==> src/hdl/dram_bridge_macros.svh <==
/* dram bridge parameters
   data width, block size, address field widths, FIFO depth and
   read latency of the channel model */

`ifndef DRAM_BRIDGE_MACROS_SVH
`define DRAM_BRIDGE_MACROS_SVH

`define DATA_W      32
`define BLOCK_WORDS 4

// address fields
`define BA_W 2
`define BG_W 2
`define RO_W 4
`define CO_W 4
`define BO_W 2

`define FIFO_DEPTH 4
`define READ_LAT   3

`endif

==> src/hdl/dram_fifo.sv <==
/* valid/yumi FIFO
   circular buffer with a type-parameterized payload, takes a push
   and a pop in the same cycle even when full */

`timescale 1ns/1ns

`include "dram_bridge_macros.svh"

module dram_fifo
  #(parameter type payload_t = logic)
  (
    input                clk_i
    , input              rst_i

    , input  payload_t   data_i
    , input              v_i
    , output logic       ready_o

    , output payload_t   data_o
    , output logic       v_o
    , input              yumi_i
  );

  localparam int PTR_W = $clog2(`FIFO_DEPTH);
  localparam int CNT_W = $clog2(`FIFO_DEPTH + 1);

  payload_t         mem_r [`FIFO_DEPTH];
  logic [PTR_W-1:0] wr_ptr_r;
  logic [PTR_W-1:0] rd_ptr_r;
  logic [CNT_W-1:0] count_r;
  logic             full;
  logic             wr_en;

  assign full    = (count_r == CNT_W'(`FIFO_DEPTH));
  assign ready_o = ~full | yumi_i;
  assign wr_en   = v_i & ready_o;
  assign v_o     = (count_r != '0);
  assign data_o  = mem_r[rd_ptr_r];

  always_ff @(posedge clk_i) begin
    if (rst_i) begin
      wr_ptr_r <= '0;
      rd_ptr_r <= '0;
      count_r  <= '0;
    end else begin
      if (wr_en) begin
        wr_ptr_r <= (wr_ptr_r == PTR_W'(`FIFO_DEPTH - 1)) ? '0 : wr_ptr_r + 1'b1;
      end
      if (yumi_i) begin
        rd_ptr_r <= (rd_ptr_r == PTR_W'(`FIFO_DEPTH - 1)) ? '0 : rd_ptr_r + 1'b1;
      end
      // count only moves on a lone push or pop
      case ({wr_en, yumi_i})
        2'b10:   count_r <= count_r + 1'b1;
        2'b01:   count_r <= count_r - 1'b1;
        default: count_r <= count_r;
      endcase
    end
  end

  always_ff @(posedge clk_i) begin
    if (wr_en) begin
      mem_r[wr_ptr_r] <= data_i;
    end
  end

endmodule

==> config.mk <==
export PLATFORM = sky130hd
export DESIGN_NAME = dram_fifo
export DESIGN_NICKNAME = d
export VERILOG_FILES = /design/src/hdl/dram_fifo.sv
export VERILOG_INCLUDE_DIRS = /design/src /design/src/hdl
export SDC_FILE = /design/constraint.sdc
export NUM_CORES = 1
export LEC_CHECK = 0
export BUFFER_PORTS_ARGS = -buffer_cell sky130_fd_sc_hd__buf_2
export CORE_ASPECT_RATIO = 0.7
export CORE_MARGIN = 8
export CORE_UTILIZATION = 25
export DETAILED_ROUTE_END_ITERATION = 10
export GPL_ROUTABILITY_DRIVEN = 0
export PLACE_DENSITY = 0.44
export SYNTH_ARGS = -nofsm -noshare
export SYNTH_HDL_FRONTEND = slang
export SYNTH_SLANG_ARGS = --single-unit
==> constraint.sdc <==
create_clock -name clk_i -period 2.32 [get_ports clk_i]
set_input_delay 0.464 -clock clk_i [delete_from_list [all_inputs] [get_ports clk_i]]
set_output_delay 0.464 -clock clk_i [all_outputs]
set_load 0.05 [all_outputs]
# Word-level counts from Yosys, hierarchy flattened
# Memory sizes are Yosys's and may differ from the RTL's. A register that Yosys moved wholly into a read port is not among the register bits.
# Cells that the tools add are included.
# Widths: inputs -> output; s select.
[op_classes]
n_eq_ne = 5
addsub = 4
n_reduce_logical = 2
muxes = 7
bitwise = 3
[ops]
columns = ["op", "n"]
rows = [
  ["$mux 2", 4],
  ["$eq 2x2->1 const B", 3],
  ["$pmux 3 s2", 1],
  ["$add 2x1->2 const B", 2],
  ["$add 3x1->3 const B", 1],
  ["$eq 3x3->1 const B", 1],
  ["$reduce_bool 3->1", 1],
  ["$sub 3x1->3 const B", 1],
  ["$eq 2x1->1 const B", 1],
  ["$mux 1", 2],
  ["$reduce_bool 2->1", 1],
  ["$and 1x1->1", 1],
  ["$not 1->1", 1],
  ["$or 1x1->1", 1],
]
[totals]
mem_bits_rw = 4
memories = 1
in_bits = 5
reg_bits = 7
output_inout_bits = 3
elab_cells = 25
[mem_list]
columns = ["name", "words", "word_bits", "read_ports", "rd_clocked_by_memory_dff", "wr", "line", "text"]
rows = [
  ["mem_r", 4, 1, 1, 1, 1, "dram_fifo.sv:27", "payload_t mem_r [`FIFO_DEPTH];"],
]

# Logic depth before layout (Yosys ltp)
[depth]
word_depth = 6
ltp_mapped = 6
mapped_depth_nobuf = 5

# Least setup slack after synthesis
# OpenSTA, ideal clock, no wires.
[synth_path]
kind = "input-to-reg"
start = "input port v_i"
end = "register count_r[2]"
t_arrival_ns = 1.888
setup_slack_ns = 0.356
setup_ns = 0.076
path_stages = 6
path_cell_list = "clkbuf_1 or2b_1 fa_1 or3b_1 a31oi_1 a21boi_0"
[synth_between]
elab_chain_cells = 3
elab_cells_between_ends = 5
cone_classes = "2 x eq/ne; 1 x mux; 1 x bitwise; 1 x reduce/logical"
[synth_lines]
columns = ["element", "line", "text"]
rows = [
  ["start, declared", "dram_fifo.sv:16", ", input v_i"],
  ["$and 1x1->1 (*)", "dram_fifo.sv:36", "assign wr_en = v_i & ready_o;"],
  ["$eq 2x1->1 / $eq 2x2->1 (equally long branches)", "dram_fifo.sv:53", "case ({wr_en, yumi_i})"],
  ["$pmux 3 s2 / $reduce_bool 2->1 (equally long branches)", "n/a", ""],
  ["end signal, assigned", "dram_fifo.sv:54", "2'b10: count_r <= count_r + 1'b1;"],
  ["end signal, assigned", "dram_fifo.sv:55", "2'b01: count_r <= count_r - 1'b1;"],
  ["end signal, assigned", "dram_fifo.sv:56", "default: count_r <= count_r;"],
  ["end, declared", "dram_fifo.sv:30", "logic [CNT_W-1:0] count_r;"],
]
# Every way passes the cells marked *; elsewhere a longest branch is shown, timed or not.
# A chain may end at the register's enable or synchronous reset.

# Worst setup path after layout
[layout_path]
start = "input port yumi_i"
end = "output port ready_o"
[layout_between]
elab_chain_cells = 1
[layout_lines]
columns = ["element", "line", "text"]
rows = [
  ["start, declared", "dram_fifo.sv:21", ", input yumi_i"],
  ["$or 1x1->1", "dram_fifo.sv:35", "assign ready_o = ~full | yumi_i;"],
  ["end, declared", "dram_fifo.sv:17", ", output logic ready_o"],
]
# No other way between the ends.

==> metrics.cfg <==
[clock_tree]
ctsResizeCount = 0
clkLatencyLatePin_ps = 240
clk_path_buf_depth = 2
cts_hold_buf = 0
root_buffer = clkbuf_8
clk_pin_slew_ps = 50
cts_inserted_buffers = 3
post_cts_buffers = 0
cts.sinks = 13
cts_tree = yes
htree_levels = 1

[floorplanning]
core_area_um2 = 2743
rows = 16
die-width_um = 79.45
start_util = 0.2568
io_pins = 8
die_height_um = 60.41
die_area_um2 = 4799

[finish]
final_nets = 85
final_cells = 109
post-route-util = 0.2943
drive_above_1_share = 0.2740
area_growth_pct = 14.56
diodes = 0

[sta]
maxSlewHeadroom = 0.8345
finalMaxSlewViolations = 0
fin_crit_ps = 1923
setup_ws_ps = 397.4
setup-tns-final_ps = 0
min_period_over_period = 0.8287
setup_viol = 0
hold_ws_ps = 432.7
fmax_ghz = 0.5201
clock_skew_ps = 1.854
hold_viol_final = 0
grt_setup_unrepaired = no
worstMarginPinSlew_ps = 250.0

[power_and_ir_drop]
p_leak_uw = 0.0003251
power.share.switching = 0.2812
pwr-share-clk = 0.344
pwr-share-comb = 0.198
power.switching_uw = 163.8
p_seq_frac = 0.458
p_int_uw = 418.6
p_per_area_nw_per_um2 = 721.7
vdd.ir_drop.worst_mv = 0.1742

[worst_setup_path]
r2r_start = count_r[0]
crit_path_max_fanout = 10
endpoint = ready_o
endpoint_kind = output port
critPathRequiredTime_ps = 1860
worstSetupPathType = input pin to output port
worstReg2RegEnd = count_r[2]
r2r_slack_ps = 590
cp.arrival_ps = 1460
r2r_cells = 5
worstSetupStartpointType = input pin
worstSetupStartpoint = yumi_i

[synth]
postSynthAreaPerCell_um2 = 10.84
synth_cells = 65
netlist_top_cells_count = 9 x dfxtp_1, 6 x inv_1, 5 x ha_1, 5 x nor2_1, 4 x edfxtp_1
synth_seq_cells = 13
ys.flop_type = dfxtp_1
yosys_warnings = 0
yosys-top-cells-area = dfxtp_1 26%, edfxtp_1 17%, ha_1 8.9%
ys_types = 33
synth_edf_count = 4
netlist_area_um2 = 704.4
synthArstFlopShare = 0
synth_largest_area_cell = dfxtp_1
ys_seq_area_frac = 0.4263
synth_top_area_frac = 0.2558
yosysMostFrequentCell = dfxtp_1
synth_nets = 76

[drt]
via_count = 472
wl_per_cell_um = 11.11
drc = 0
drt_iter0_markers = 26
dr.pass1.iters = 4
avgViaCountPerCell = 4.330
wirelength_mm = 1.211
drtAntennaViolNets = 0

[placed_design]
port_buffers = 7
dpl.cell_count = 105
place_ws_ps = 218.5
detailed_place_hpwl_um = 932.2

[global_routing]
grt_max_degree = 16
grt_pass1_vias = 477
grt_pass1_wl_mm = 2.063
grt_usage = 0.05764
antenna_found_initial = 0
grt.overflow.total = 0

[outcome]
outcome = finished, final reports clean

[job]
drv_cap = 0

[min_path]
hold_path.class = input pin to flip-flop
holdPathStages = 1

-- kinds of logic (layout without fill, tap and decap cells) --
logic type      Yosys count  count (layout)  synth area share
mux                       2               2           0.04618
xor+xnor                  1               1           0.01244
compound gates           12              12            0.1332
simple gates             21              21            0.1901
buf+inv                  10              18           0.07460
fa+ha+maj                 6               6            0.1172
flops                    13              13            0.4263
-- cells in the final DEF, fill, tap and decap left out --
cell,n
and3_1,1
or2b_1,1
buf_2,7
nor2_1,5
nand3_1,1
o31ai_2,2
clkbuf_1,1
mux2i_1,1
o32ai_1,1
nand4b_1,1
and2_4,1
edfxtp_1,4
nand3b_1,1
clkbuf_8,3
or4b_4,1
nand2_1,2
a21oi_1,3
a211o_2,1
inv_1,6
nor3b_1,1
a31oi_1,1
and3_2,3
nand2b_1,1
fa_1,1
xor2_1,1
o21ai_0,1
a311oi_1,1
dfxtp_1,9
mux4_2,1
ha_1,5
buf_4,1
o211ai_1,1
or3b_1,1
nor3_1,1
a21boi_0,1
-- worst min path at each step --
stage / from / endpoint / slack (ps)
6_report: data_i / mem_r[3] / 430
5_1_grt: data_i / mem_r[3] / 430
4_1_cts: data_i / mem_r[3] / 430
3_5_place_dp: count_r[2] / count_r[2] / 490
3_3_place_gp: count_r[2] / count_r[2] / 500
2_1_floorplan: count_r[2] / count_r[2] / 460
-- power groups by stage --
stage / registers [µW] / clock network [µW] / logic, µW
after global placement: 272 / 0 / 115
after global routing: 269 / 214 / 131
after floorplan: 268 / 0 / 95.3
after CTS: 267 / 207 / 117
final: 267 / 201 / 115
after detailed placement: 272 / 0 / 116
-- layer usage --
| layer | up-vias | routed length [µm] | part of all wire | track usage |
|---|---|---|---|---|
| met4 | 0 | 0 | 0 | 0.03937 |
| met5 | - | 0 | 0 | 0 |
| met2 | 13 | 575 | 0.47 | 0.09144 |
| li1 | 246 | - | - | - |
| met1 | 213 | 565 | 0.47 | 0.06363 |
| met3 | 0 | 70 | 0.058 | 0.02219 |
-- cell type report --
| cell class | instances | area (µm²) |
|---|---|---|
| timing repair buffer | 8 | 42.54 |
| multi-input combinational | 42 | 351.6 |
| clock buffer | 4 | 45.04 |
| fill | 292 | 1936 |
| tap | 36 | 45.04 |
| sequential | 13 | 300.3 |
| inverter | 6 | 22.52 |
-- through the flow --
| step | total power [µW] | cell area, µm² |
|---|---|---|
| final | 582.4 | 807.0 |
| after global routing | 614.2 | 807.0 |
| after detailed placement | 387.8 | 762.0 |
| after CTS | 590.8 | 807.0 |
| after floorplan | 363.6 | 704.4 |
| after global placement | 387.4 | 762.0 |
-- worst max-delay path: stages --
cell	delay [ps]
buf_2	160
or4b_4	590
buf_2	240
Note: power is estimated with default switching activity, not from simulation.
