==> config.mk <==
export PLATFORM = sky130hd
export DESIGN_NAME = dma_req_issuer
export DESIGN_NICKNAME = d
export VERILOG_FILES = /design/src/hdl/dram_bridge_pkg.sv /design/src/hdl/dma_req_issuer.sv
export VERILOG_INCLUDE_DIRS = /design/src /design/src/hdl
export SDC_FILE = /design/constraint.sdc
export NUM_CORES = 1
export LEC_CHECK = 0
export BUFFER_PORTS_ARGS = -buffer_cell sky130_fd_sc_hd__buf_2
export CELL_PAD_IN_SITES_DETAIL_PLACEMENT = 2
export CELL_PAD_IN_SITES_GLOBAL_PLACEMENT = 2
export CORE_MARGIN = 4
export CORE_UTILIZATION = 15
export CTS_BUF_LIST = sky130_fd_sc_hd__clkbuf_4 sky130_fd_sc_hd__clkbuf_8
export CTS_CLUSTER_SIZE = 24
export DETAILED_ROUTE_END_ITERATION = 16
export GPL_ROUTABILITY_DRIVEN = 0
export HOLD_SLACK_MARGIN = 0.05
export PLACE_DENSITY = 0.78
export SLEW_MARGIN = 20
export SYNTH_ARGS = -nofsm -noshare
export SYNTH_HDL_FRONTEND = slang
export SYNTH_SLANG_ARGS = --single-unit
==> constraint.sdc <==
create_clock -name clk_i -period 3.9 [get_ports clk_i]
set_clock_uncertainty 0.2 [all_clocks]
set_input_delay 1.17 -clock clk_i [delete_from_list [all_inputs] [get_ports clk_i]]
set_output_delay 1.17 -clock clk_i [all_outputs]
set_load 0.02 [all_outputs]
==> src/hdl/dram_bridge_macros.svh <==
/* dram bridge parameters
   data width, block size, address field widths, FIFO depth and
   read latency of the channel model */

`ifndef DRAM_BRIDGE_MACROS_SVH
`define DRAM_BRIDGE_MACROS_SVH

`define DATA_W      32
`define BLOCK_WORDS 4

// address fields
`define BA_W 2
`define BG_W 2
`define RO_W 4
`define CO_W 4
`define BO_W 2

`define FIFO_DEPTH 4
`define READ_LAT   3

`endif

==> src/hdl/dram_bridge_pkg.sv <==
/* dram bridge types
   address layouts in cache and DRAM order, DMA packet,
   DRAM request and read response */

`include "dram_bridge_macros.svh"

package dram_bridge_pkg;

  // order used by the cache DMA
  typedef struct packed {
    logic [`BA_W-1:0] ba;
    logic [`BG_W-1:0] bg;
    logic [`RO_W-1:0] ro;
    logic [`CO_W-1:0] co;
    logic [`BO_W-1:0] bo;
  } cache_ch_addr_t;

  // order used by the DRAM channel
  typedef struct packed {
    logic [`RO_W-1:0] ro;
    logic [`BG_W-1:0] bg;
    logic [`BA_W-1:0] ba;
    logic [`CO_W-1:0] co;
    logic [`BO_W-1:0] bo;
  } dram_ch_addr_t;

  typedef struct packed {
    logic           write_not_read;
    cache_ch_addr_t addr;
  } dma_pkt_t;

  typedef struct packed {
    logic                write_not_read;
    cache_ch_addr_t      addr;
    logic [`DATA_W-1:0]  data;
  } dram_req_t;

  typedef struct packed {
    cache_ch_addr_t     addr;
    logic [`DATA_W-1:0] data;
  } dram_rsp_t;

endpackage

==> src/hdl/dma_req_issuer.sv <==
/* DMA request issuer
   accepts one DMA packet and splits the block into per-word DRAM
   requests, taking write data beats as they arrive */

`timescale 1ns/1ns

`include "dram_bridge_macros.svh"

module dma_req_issuer
  import dram_bridge_pkg::*;
  (
    input                       clk_i
    , input                     rst_i

    , input  dma_pkt_t          dma_pkt_i
    , input                     dma_pkt_v_i
    , output logic              dma_pkt_yumi_o

    , input  [`DATA_W-1:0]      dma_data_i
    , input                     dma_data_v_i
    , output logic              dma_data_ready_o

    , output dram_req_t         req_o
    , output logic              req_v_o
    , input                     req_ready_i
  );

  localparam int CNT_W = $clog2(`BLOCK_WORDS);

  typedef enum logic [1:0] {e_idle, e_write, e_read} state_e;

  state_e           state_r;
  dma_pkt_t         pkt_r;
  logic [CNT_W-1:0] cnt_r;
  logic             req_fire;
  logic             last_word;

  assign dma_pkt_yumi_o   = ~rst_i & (state_r == e_idle) & dma_pkt_v_i;
  assign dma_data_ready_o = (state_r == e_write) & req_ready_i;

  // writes follow the data beats, reads go out back to back
  assign req_v_o   = ((state_r == e_write) & dma_data_v_i) | (state_r == e_read);
  assign req_fire  = req_v_o & req_ready_i;
  assign last_word = (cnt_r == CNT_W'(`BLOCK_WORDS - 1));

  // word index replaces the low column bits
  always_comb begin
    req_o.write_not_read = pkt_r.write_not_read;
    req_o.addr           = pkt_r.addr;
    req_o.addr.co        = {pkt_r.addr.co[`CO_W-1:CNT_W], cnt_r};
    req_o.addr.bo        = '0;
    req_o.data           = (state_r == e_write) ? dma_data_i : '0;
  end

  always_ff @(posedge clk_i) begin
    if (rst_i) begin
      state_r <= e_idle;
      cnt_r   <= '0;
    end else begin
      case (state_r)
        e_idle: begin
          if (dma_pkt_v_i) begin
            state_r <= dma_pkt_i.write_not_read ? e_write : e_read;
          end
        end
        default: begin
          if (req_fire) begin
            cnt_r <= last_word ? '0 : cnt_r + 1'b1;
            if (last_word) begin
              state_r <= e_idle;
            end
          end
        end
      endcase
    end
  end

  // held for the whole block
  always_ff @(posedge clk_i) begin
    if (dma_pkt_yumi_o) begin
      pkt_r <= dma_pkt_i;
    end
  end

endmodule

## Yosys cells after proc, flatten, opt, wreduce, memory -nomap -nowiden

Cells that the tools add are included.
W data, S select, Z words.

| word-level totals | value |
|---|---|
| output and inout bits | 50 |
| register bits after elaboration | 17 |

| operators by class | value |
|---|---|
| reductions and logical operators | 5 |
| bitwise logic cells | 8 |
| eq/ne operators | 4 |
| add/sub/neg operators | 1 |
| mux-type cells | 7 |

Operators with widths:

| operator | number |
|---|---|
| $mux W32 | 1 |
| $mux W2 | 6 |
| $and A1 B1 Y1 | 5 |
| $eq A2 B2 Y1 const B | 2 |
| $reduce_bool A2 Y1 | 2 |
| $reduce_and A3 Y1 | 1 |
| $add A2 B1 Y2 const B | 1 |
| $eq A2 B1 Y1 const B | 1 |
| $logic_not A2 Y1 | 1 |
| $ne A2 B2 Y1 const B | 1 |
| $not A1 Y1 | 2 |
| $reduce_and A2 Y1 | 1 |
| $or A1 B1 Y1 | 1 |

## Depth between registers and ports, before layout

Gate-level depths: netlist of run 1.

| logic depth | value |
|---|---|
| word-level depth | 6 |
| mapped depth | 4 |
| mapped depth without buffers | 4 |

## Least setup slack after synthesis of run 1

OpenSTA, ideal clock, no wires.

| timing path | value |
|---|---|
| path type | input -> output |
| from | in rst_i |
| to | out dma_pkt_yumi_o |
| path buffers | 0 |
| path slack | -0.509 ns |
| arrival | 3.039 ns |
| stages | 1 |
| cells stage by stage | nor4b_1 |

| on the way | value |
|---|---|
| longest elaborated chain between the ends | 3 |

Ends and longest elaborated chain:

| element | RTL line | source |
|---|---|---|
| from (decl) | dma_req_issuer.sv:13 | `, input rst_i` |
| $not A1 Y1 | dma_req_issuer.sv:38 | `assign dma_pkt_yumi_o = ~rst_i & (state_r == e_idle) & dma_pkt_v_i;` |
| $and A1 B1 Y1 (2 in series) | dma_req_issuer.sv:38 |  |
| to (decl) | dma_req_issuer.sv:17 | `, output logic dma_pkt_yumi_o` |

No other way between the ends.

## Worst setup path in the final report of run 1

Ends and elaborated chain as after synthesis.

==> key figures, run 1 <==
Status
  • Outcome: finished, final reports clean

Timing
  • Max Fclk: about 310 MHz
  • Slew Limit Fails: 0
  • Tcrit/Tclk final: 0.8142
  • Setup TNS: 0 ns
  • Finish-stage setup viols: 0
  • Hold slack: 0.2994 ns
  • Fin crit period: between 3 and 4 ns
  • Final WS setup: ~0.72 ns
  • RSZ-0062 raised after global routing: no
  • Final hold vios: 0

Floorplanning
  • Core area: just over 5000 um^2
  • Row count: 26
  • Chip height: between 80 and 90 um
  • Horiz. Die Dim: 81.58 um
  • Initial core utilization: 0.1570
  • IO Count: around 100
  • Die area: 6654 um^2

Min path
  • Worst hold path class: reg2reg
  • Hold endpoint: cnt_r[1]$_SDFFE_PP0P_
  • Hold depth: 2
  • Hold path start: cnt_r[1]$_SDFFE_PP0P_

GRT
  • Grt ovf: 0
  • Vias in the first global route: around 1100
  • Largest net degree at the start of global routing: 35
  • Antenna violations before repair: 0
  • Total global routing track utilization: 0.09808
  • First-pass GRT wire length: slightly below 5000 um

Drt
  • Via count of the routed design: 975
  • Vias per Instance: 3.963
  • Post-route ant nets: 0
  • WL final: roughly 3300 um
  • DR DRC count: 0
  • Iteration-0 DRC count of the detailed router: 18
  • WL/cell: between 10 and 15 um
  • Drt first pass iters: 4

CTS
  • TritonCTS Buffers: 3
  • Clock transition at the registers of the reported paths: 0.06 ns
  • Sink Count: 15
  • Hold buffers post-CTS: 0
  • Post_cts resized: 0
  • H-Tree Level Count: 1
  • Clock Tree Root: clkbuf_8
  • Clock buffer depth: 2
  • CTS tree: done
  • Worst-Skew Late Latency: 0.25 ns
  • Post-CTS setup buffers: 0

Worst setup path
  • Worst path required time: between 2 and 3 ns
  • Reg-to-reg endpoint: state_r[0]$_SDFFE_PP0P_
  • Reg2reg path depth: 3
  • Worst path arrival time: 1.81 ns
  • Crit. End Element: output pin
  • Critical Path Start Type: input port
  • R2r startpoint: state_r[0]$_SDFFE_PP0P_
  • Critical path class: in2out
  • R2R Setup Slk: around 2.4 ns
  • CP Max Fanout: 6

Finish
  • Share of cells above drive strength 1: 0.5909
  • P&R area growth vs syn: 74.27%
  • Final std cells w/o fill: 246
  • Number of fill cells: between 500 and 600
  • Nets: 230
  • Commonest cells after routing, fill and taps aside: buf_2, and2_1, edfxtp_1
  • Ant diodes: 0
  • Commonest non-fill, non-tap cell in the layout: buf_2

Yosys
  • Synthesized area: 812.0 um^2
  • Post-synthesis sequential area ratio: 0.5054
  • Post-synth cell types: 22
  • Yosys reg bits: 15
  • Avg Inst Size Synth: 10.15 um^2
  • Ys Warns: 0
  • Synthesized instance count: 80

Power
  • Worst IR drop on VDD: roughly 88 uV
  • Leakage power: roughly 0.76 nW
  • Total power: between 0.4 and 0.5 mW
  • Pwr/cell area: between 300 and 400 nW/um^2

Run
  • Max cap viols: 0

Placed design
  • IO Port Bufs: 95
  • Place WS: roughly 0.7 ns
  • Placed Cells: ~240
  • Post-DP HPWL: about 2900 um
final cells by class:
type	count	area [um^2]	area share
flip-flops and latches	15	410.4	0.2900
well taps	70	87.58	0.06189
repair buffers	96	483.0	0.3413
clock buffers	4	48.80	0.03448
multi-input cells	59	377.9	0.2670
inverters	2	7.507	0.005305
how the worst max path moves through the flow:
stage | cells past startpoint | slack (ns) | from | endpoint
finish | 3 | 0.72 | rst_i | dma_pkt_yumi_o
global route | 3 | 0.64 | rst_i | dma_pkt_yumi_o
CTS | 3 | 0.71 | rst_i | dma_pkt_yumi_o
detailed placement | 3 | 0.71 | rst_i | dma_pkt_yumi_o
global placement | 3 | 0.75 | rst_i | dma_pkt_yumi_o
floorplan | 1 | 0.33 | rst_i | dma_pkt_yumi_o
where the power goes:
group | switching [mW] | internal [mW]
combinational | 0.0636 | 0.0457
sequential | 0.00563 | 0.180
clock | 0.0510 | 0.0792
total | 0.120 | 0.305
registers in the layout, summed over array words and instances (netlist names):
signal and count:
req_o 11, state_r 2, cnt_r 2
metrics by stage:
stage | utilization | instance area (um^2)
floorplan | - | 822.0
global placement | 0.2642 | 1366
detailed placement | 0.2642 | 1366
CTS | 0.2736 | 1415
global route | 0.2736 | 1415
finish | 0.2736 | 1415
cells in the mapped netlist:
cell type	n	share of area
and2_1	33	0.25
edfxtp_1	11	0.41
dfxtp_1	4	0.099
nand2_1	4	0.018
a31oi_1	3	0.023
clkbuf_1	3	0.014
a21oi_1	2	0.012
buf_4	2	0.018
inv_1	2	0.0092
nand2b_1	2	0.015
nor2_1	2	0.0092
nor3_1	2	0.012
a2111o_1	1	0.014
and2b_2	1	0.011
and3_2	1	0.0092
and4_1	1	0.011
conb_1	1	0.0046
ha_1	1	0.015
mux2i_1	1	0.012
nand2b_2	1	0.011
nand3b_1	1	0.0092
nor4b_1	1	0.011
layer usage:
| layer | global-route usage | wire length (um) | vias up |
|---|---|---|---|
| met5 | 0 | 0 | - |
| met4 | 0.03987 | 40 | 0 |
| li1 | - | - | 455 |
| met3 | 0.05373 | 580 | 4 |
| met2 | 0.1735 | 1442 | 91 |
| met1 | 0.09458 | 1224 | 425 |
worst max-delay path: stages:
cell	delay [ns]
buf_2	0.14
nor4b_2	0.27
buf_2	0.22
cell families after synthesis:
kind of cell,Yosys count,synth area share
multiplexers,1,0.01233
flip-flops,15,0.5054
AND/OR/NAND/NOR,49,0.3714
adder cells (fa/ha/maj),1,0.01541
buffers and inverters,7,0.04160
AO/OA/AOI/OAI,6,0.04931
other,1,0.004618
Power figures use the tool's default switching activity.
==> run 2, diff against run 1 <==
Clock period 3.9 ns to 3.2 ns, I/O delays scaled along.
==> run 2 against run 1 <==
  * Worst setup slack got worse by 0.26 ns
  * Register-to-register slack lost 0.70 ns
  * First-iteration DRC count fell by 28%
  * Total power is 22% higher
  * Utilization did not move
  * Sequential share of layout area stayed put
  * Non-clock buffer count is the same
  * Count of clock-buffer cells in the layout is the same
==> key figures, run 2 (same netlist as run 1, synthesis figures left out) <==
CTS
  • Clock buffer depth: 2 (unchanged)
  • Hold buffers post-CTS: 0 (unchanged)
  • CTS tree: done
  • Clock Tree Root: clkbuf_8
  • Worst-Skew Late Latency: 0.25 ns (about the same)
  • Post-CTS setup buffers: 0 (unchanged)
  • Clock transition at the registers of the reported paths: 0.06 ns (about the same)
  • Sink Count: 15 (unchanged)
  • TritonCTS Buffers: 3 (unchanged)
  • Post_cts resized: 0 (unchanged)
  • H-Tree Level Count: 1 (unchanged)

Finish
  • Commonest non-fill, non-tap cell in the layout: buf_2
  • Largest register FFs: 11 (unchanged)
  • Nets: 230 (unchanged)
  • Commonest cells after routing, fill and taps aside: buf_2, and2_1, edfxtp_1
  • P&R area growth vs syn: 74.27% (unchanged)
  • Final std cells w/o fill: 246 (unchanged)
  • Share of cells above drive strength 1: 0.5909 (unchanged)
  • Ant diodes: 0 (unchanged)
  • Number of fill cells: 601 (+1.2%)

Drt
  • Drt first pass iters: 3 (-1)
  • Iteration-0 DRC count of the detailed router: 13 (-5)
  • WL final: 3344 um (+1.7%)
  • WL/cell: 13.59 um (+1.7%)
  • Vias per Instance: 3.939 (-0.62%)
  • DR DRC count: 0 (unchanged)
  • Via count of the routed design: 969 (-0.62%)
  • Met3 WL: 644 um (+11%)
  • Metal2 WL: 1476 um (+2.4%)
  • Met1 wire length: 1163 um (-5.0%)
  • Uppermost layer routed: met4
  • Post-route ant nets: 0 (unchanged)

Timing
  • RSZ-0062 raised after global routing: no
  • Setup TNS: 0 ns (unchanged)
  • Final hold vios: 0 (unchanged)
  • Fin crit period: between 2 and 3 ns
  • Max Fclk: about 370 MHz
  • Finish-stage setup viols: 0 (unchanged)
  • Slew Limit Fails: 0 (unchanged)
  • Tcrit/Tclk final: 0.8542

Worst setup path
  • R2r startpoint: state_r[1]$_SDFFE_PP0P_
  • Worst path required time: 2.04 ns (-0.49 ns)
  • Cell mode on critical path: buf_2
  • Critical Path Start: rst_i
  • Top Family by Delay on Critical Path: buffers and inverters
  • Critical path class: in2out
  • CP Max Fanout: 6 (unchanged)
  • Worst path arrival time: 1.57 ns (-0.24 ns)
  • Critical Path Start Type: input port
  • Critical path's slowest cell: nor4b_2
  • CP max stage delay: 0.25 ns (-0.02 ns)
  • Crit. End Element: output pin
  • Critical-path cell list: buf_2, nor4b_2, buf_2
  • CP bufs+invs: 2 (unchanged)

Min path
  • Hold path start: cnt_r[1]$_SDFFE_PP0P_
  • Worst hold path class: reg2reg

Floorplanning
  • Initial core utilization: 0.1570 (unchanged)
  • Row count: 26 (unchanged)
  • Horiz. Die Dim: 81.58 um (unchanged)
  • Die area: 6654 um^2 (unchanged)
  • IO Count: 102 (unchanged)
  • Chip height: 81.58 um (unchanged)
  • Core area: 5172 um^2 (unchanged)

Placed design
  • Placed Cells: 242 (unchanged)
  • Post-DP HPWL: 2913 um (+1.2%)
  • IO Port Bufs: 95 (unchanged)

Run
  • Max cap viols: 0 (unchanged)

Power
  • Clock power frac: 0.308 (+0.002)
  • Sw Ratio: 0.2838 (+0.001263)
  • Leakage power: 0.7593 nW (unchanged)
  • Logic pwr share: 0.256 (about the same)
  • Worst IR drop on VDD: 117.5 uV (+33%)
  • Total power: 0.5195 mW (+22%)
  • Sequential Power Share: 0.436 (about the same)
  • Pint: 0.3720 mW (+22%)
  • Pwr/cell area: 367.1 nW/um^2 (+22%)
  • Net Sw Power: 0.1474 mW (+23%)

GRT
  • First-pass GRT wire length: 5133 um (+3.3%)
  • Grt ovf: 0 (unchanged)
  • Vias in the first global route: 1076 (+1.0%)
  • Total global routing track utilization: 0.1026 (+0.004479)
  • Largest net degree at the start of global routing: 35 (unchanged)
  • Antenna violations before repair: 0 (unchanged)

Status
  • Outcome: finished, final reports clean
run 2: per-stage QoR:
step	instance area (um^2)	hold WS [ns]	util	setup slack, ns
finish	1415	0.3016	0.2736	0.4666
global route	1415	0.3706	0.2736	0.2875
CTS	1415	0.3108	0.2736	0.4015
detailed placement	1366	0.3004	0.2642	0.4454
global placement	1366	0.2807	0.2642	0.4648
floorplan	822.0	0.3565	-	0.04791
run 2: layout make-up:
cell class              instances  area [um^2]  area share
multi-input cells              59        377.9      0.2670
inverters                       2        7.507    0.005305
clock buffers                   4        48.80     0.03448
repair buffers                 96        483.0      0.3413
flip-flops and latches         15        410.4      0.2900
well taps                      70        87.58     0.06189
run 2: final timing paths:
| path | end | slack [ns] | cells after the start |
|---|---|---|---|
| hold reg to reg | cnt_r[1]$_SDFFE_PP0P_ | 0.30 | 2 |
| setup reg to reg | state_r[0]$_SDFFE_PP0P_ | 1.66 | 3 |
| setup / recovery | dma_pkt_yumi_o | 0.47 | 3 |
| hold / removal | cnt_r[1]$_SDFFE_PP0P_ | 0.30 | 2 |
run 2: metal layers:
layer,GRT usage,vias up
met1,0.09301,419
met4,0.04485,0
li1,-,455
met5,0,-
met2,0.1800,90
met3,0.06579,5
run 2: power groups by stage:
stage	clock network, mW	registers [mW]	logic, mW
floorplan	0	0.240	0.0636
global placement	0	0.230	0.133
detailed placement	0	0.231	0.137
CTS	0.168	0.227	0.137
global route	0.177	0.228	0.148
finish	0.160	0.227	0.133
run 2: worst min-delay path: stages, from the launching register on:
cell and delay (ns):
dfxtp_1 0.32, nand2b_1 0.07, mux2i_1 0.06
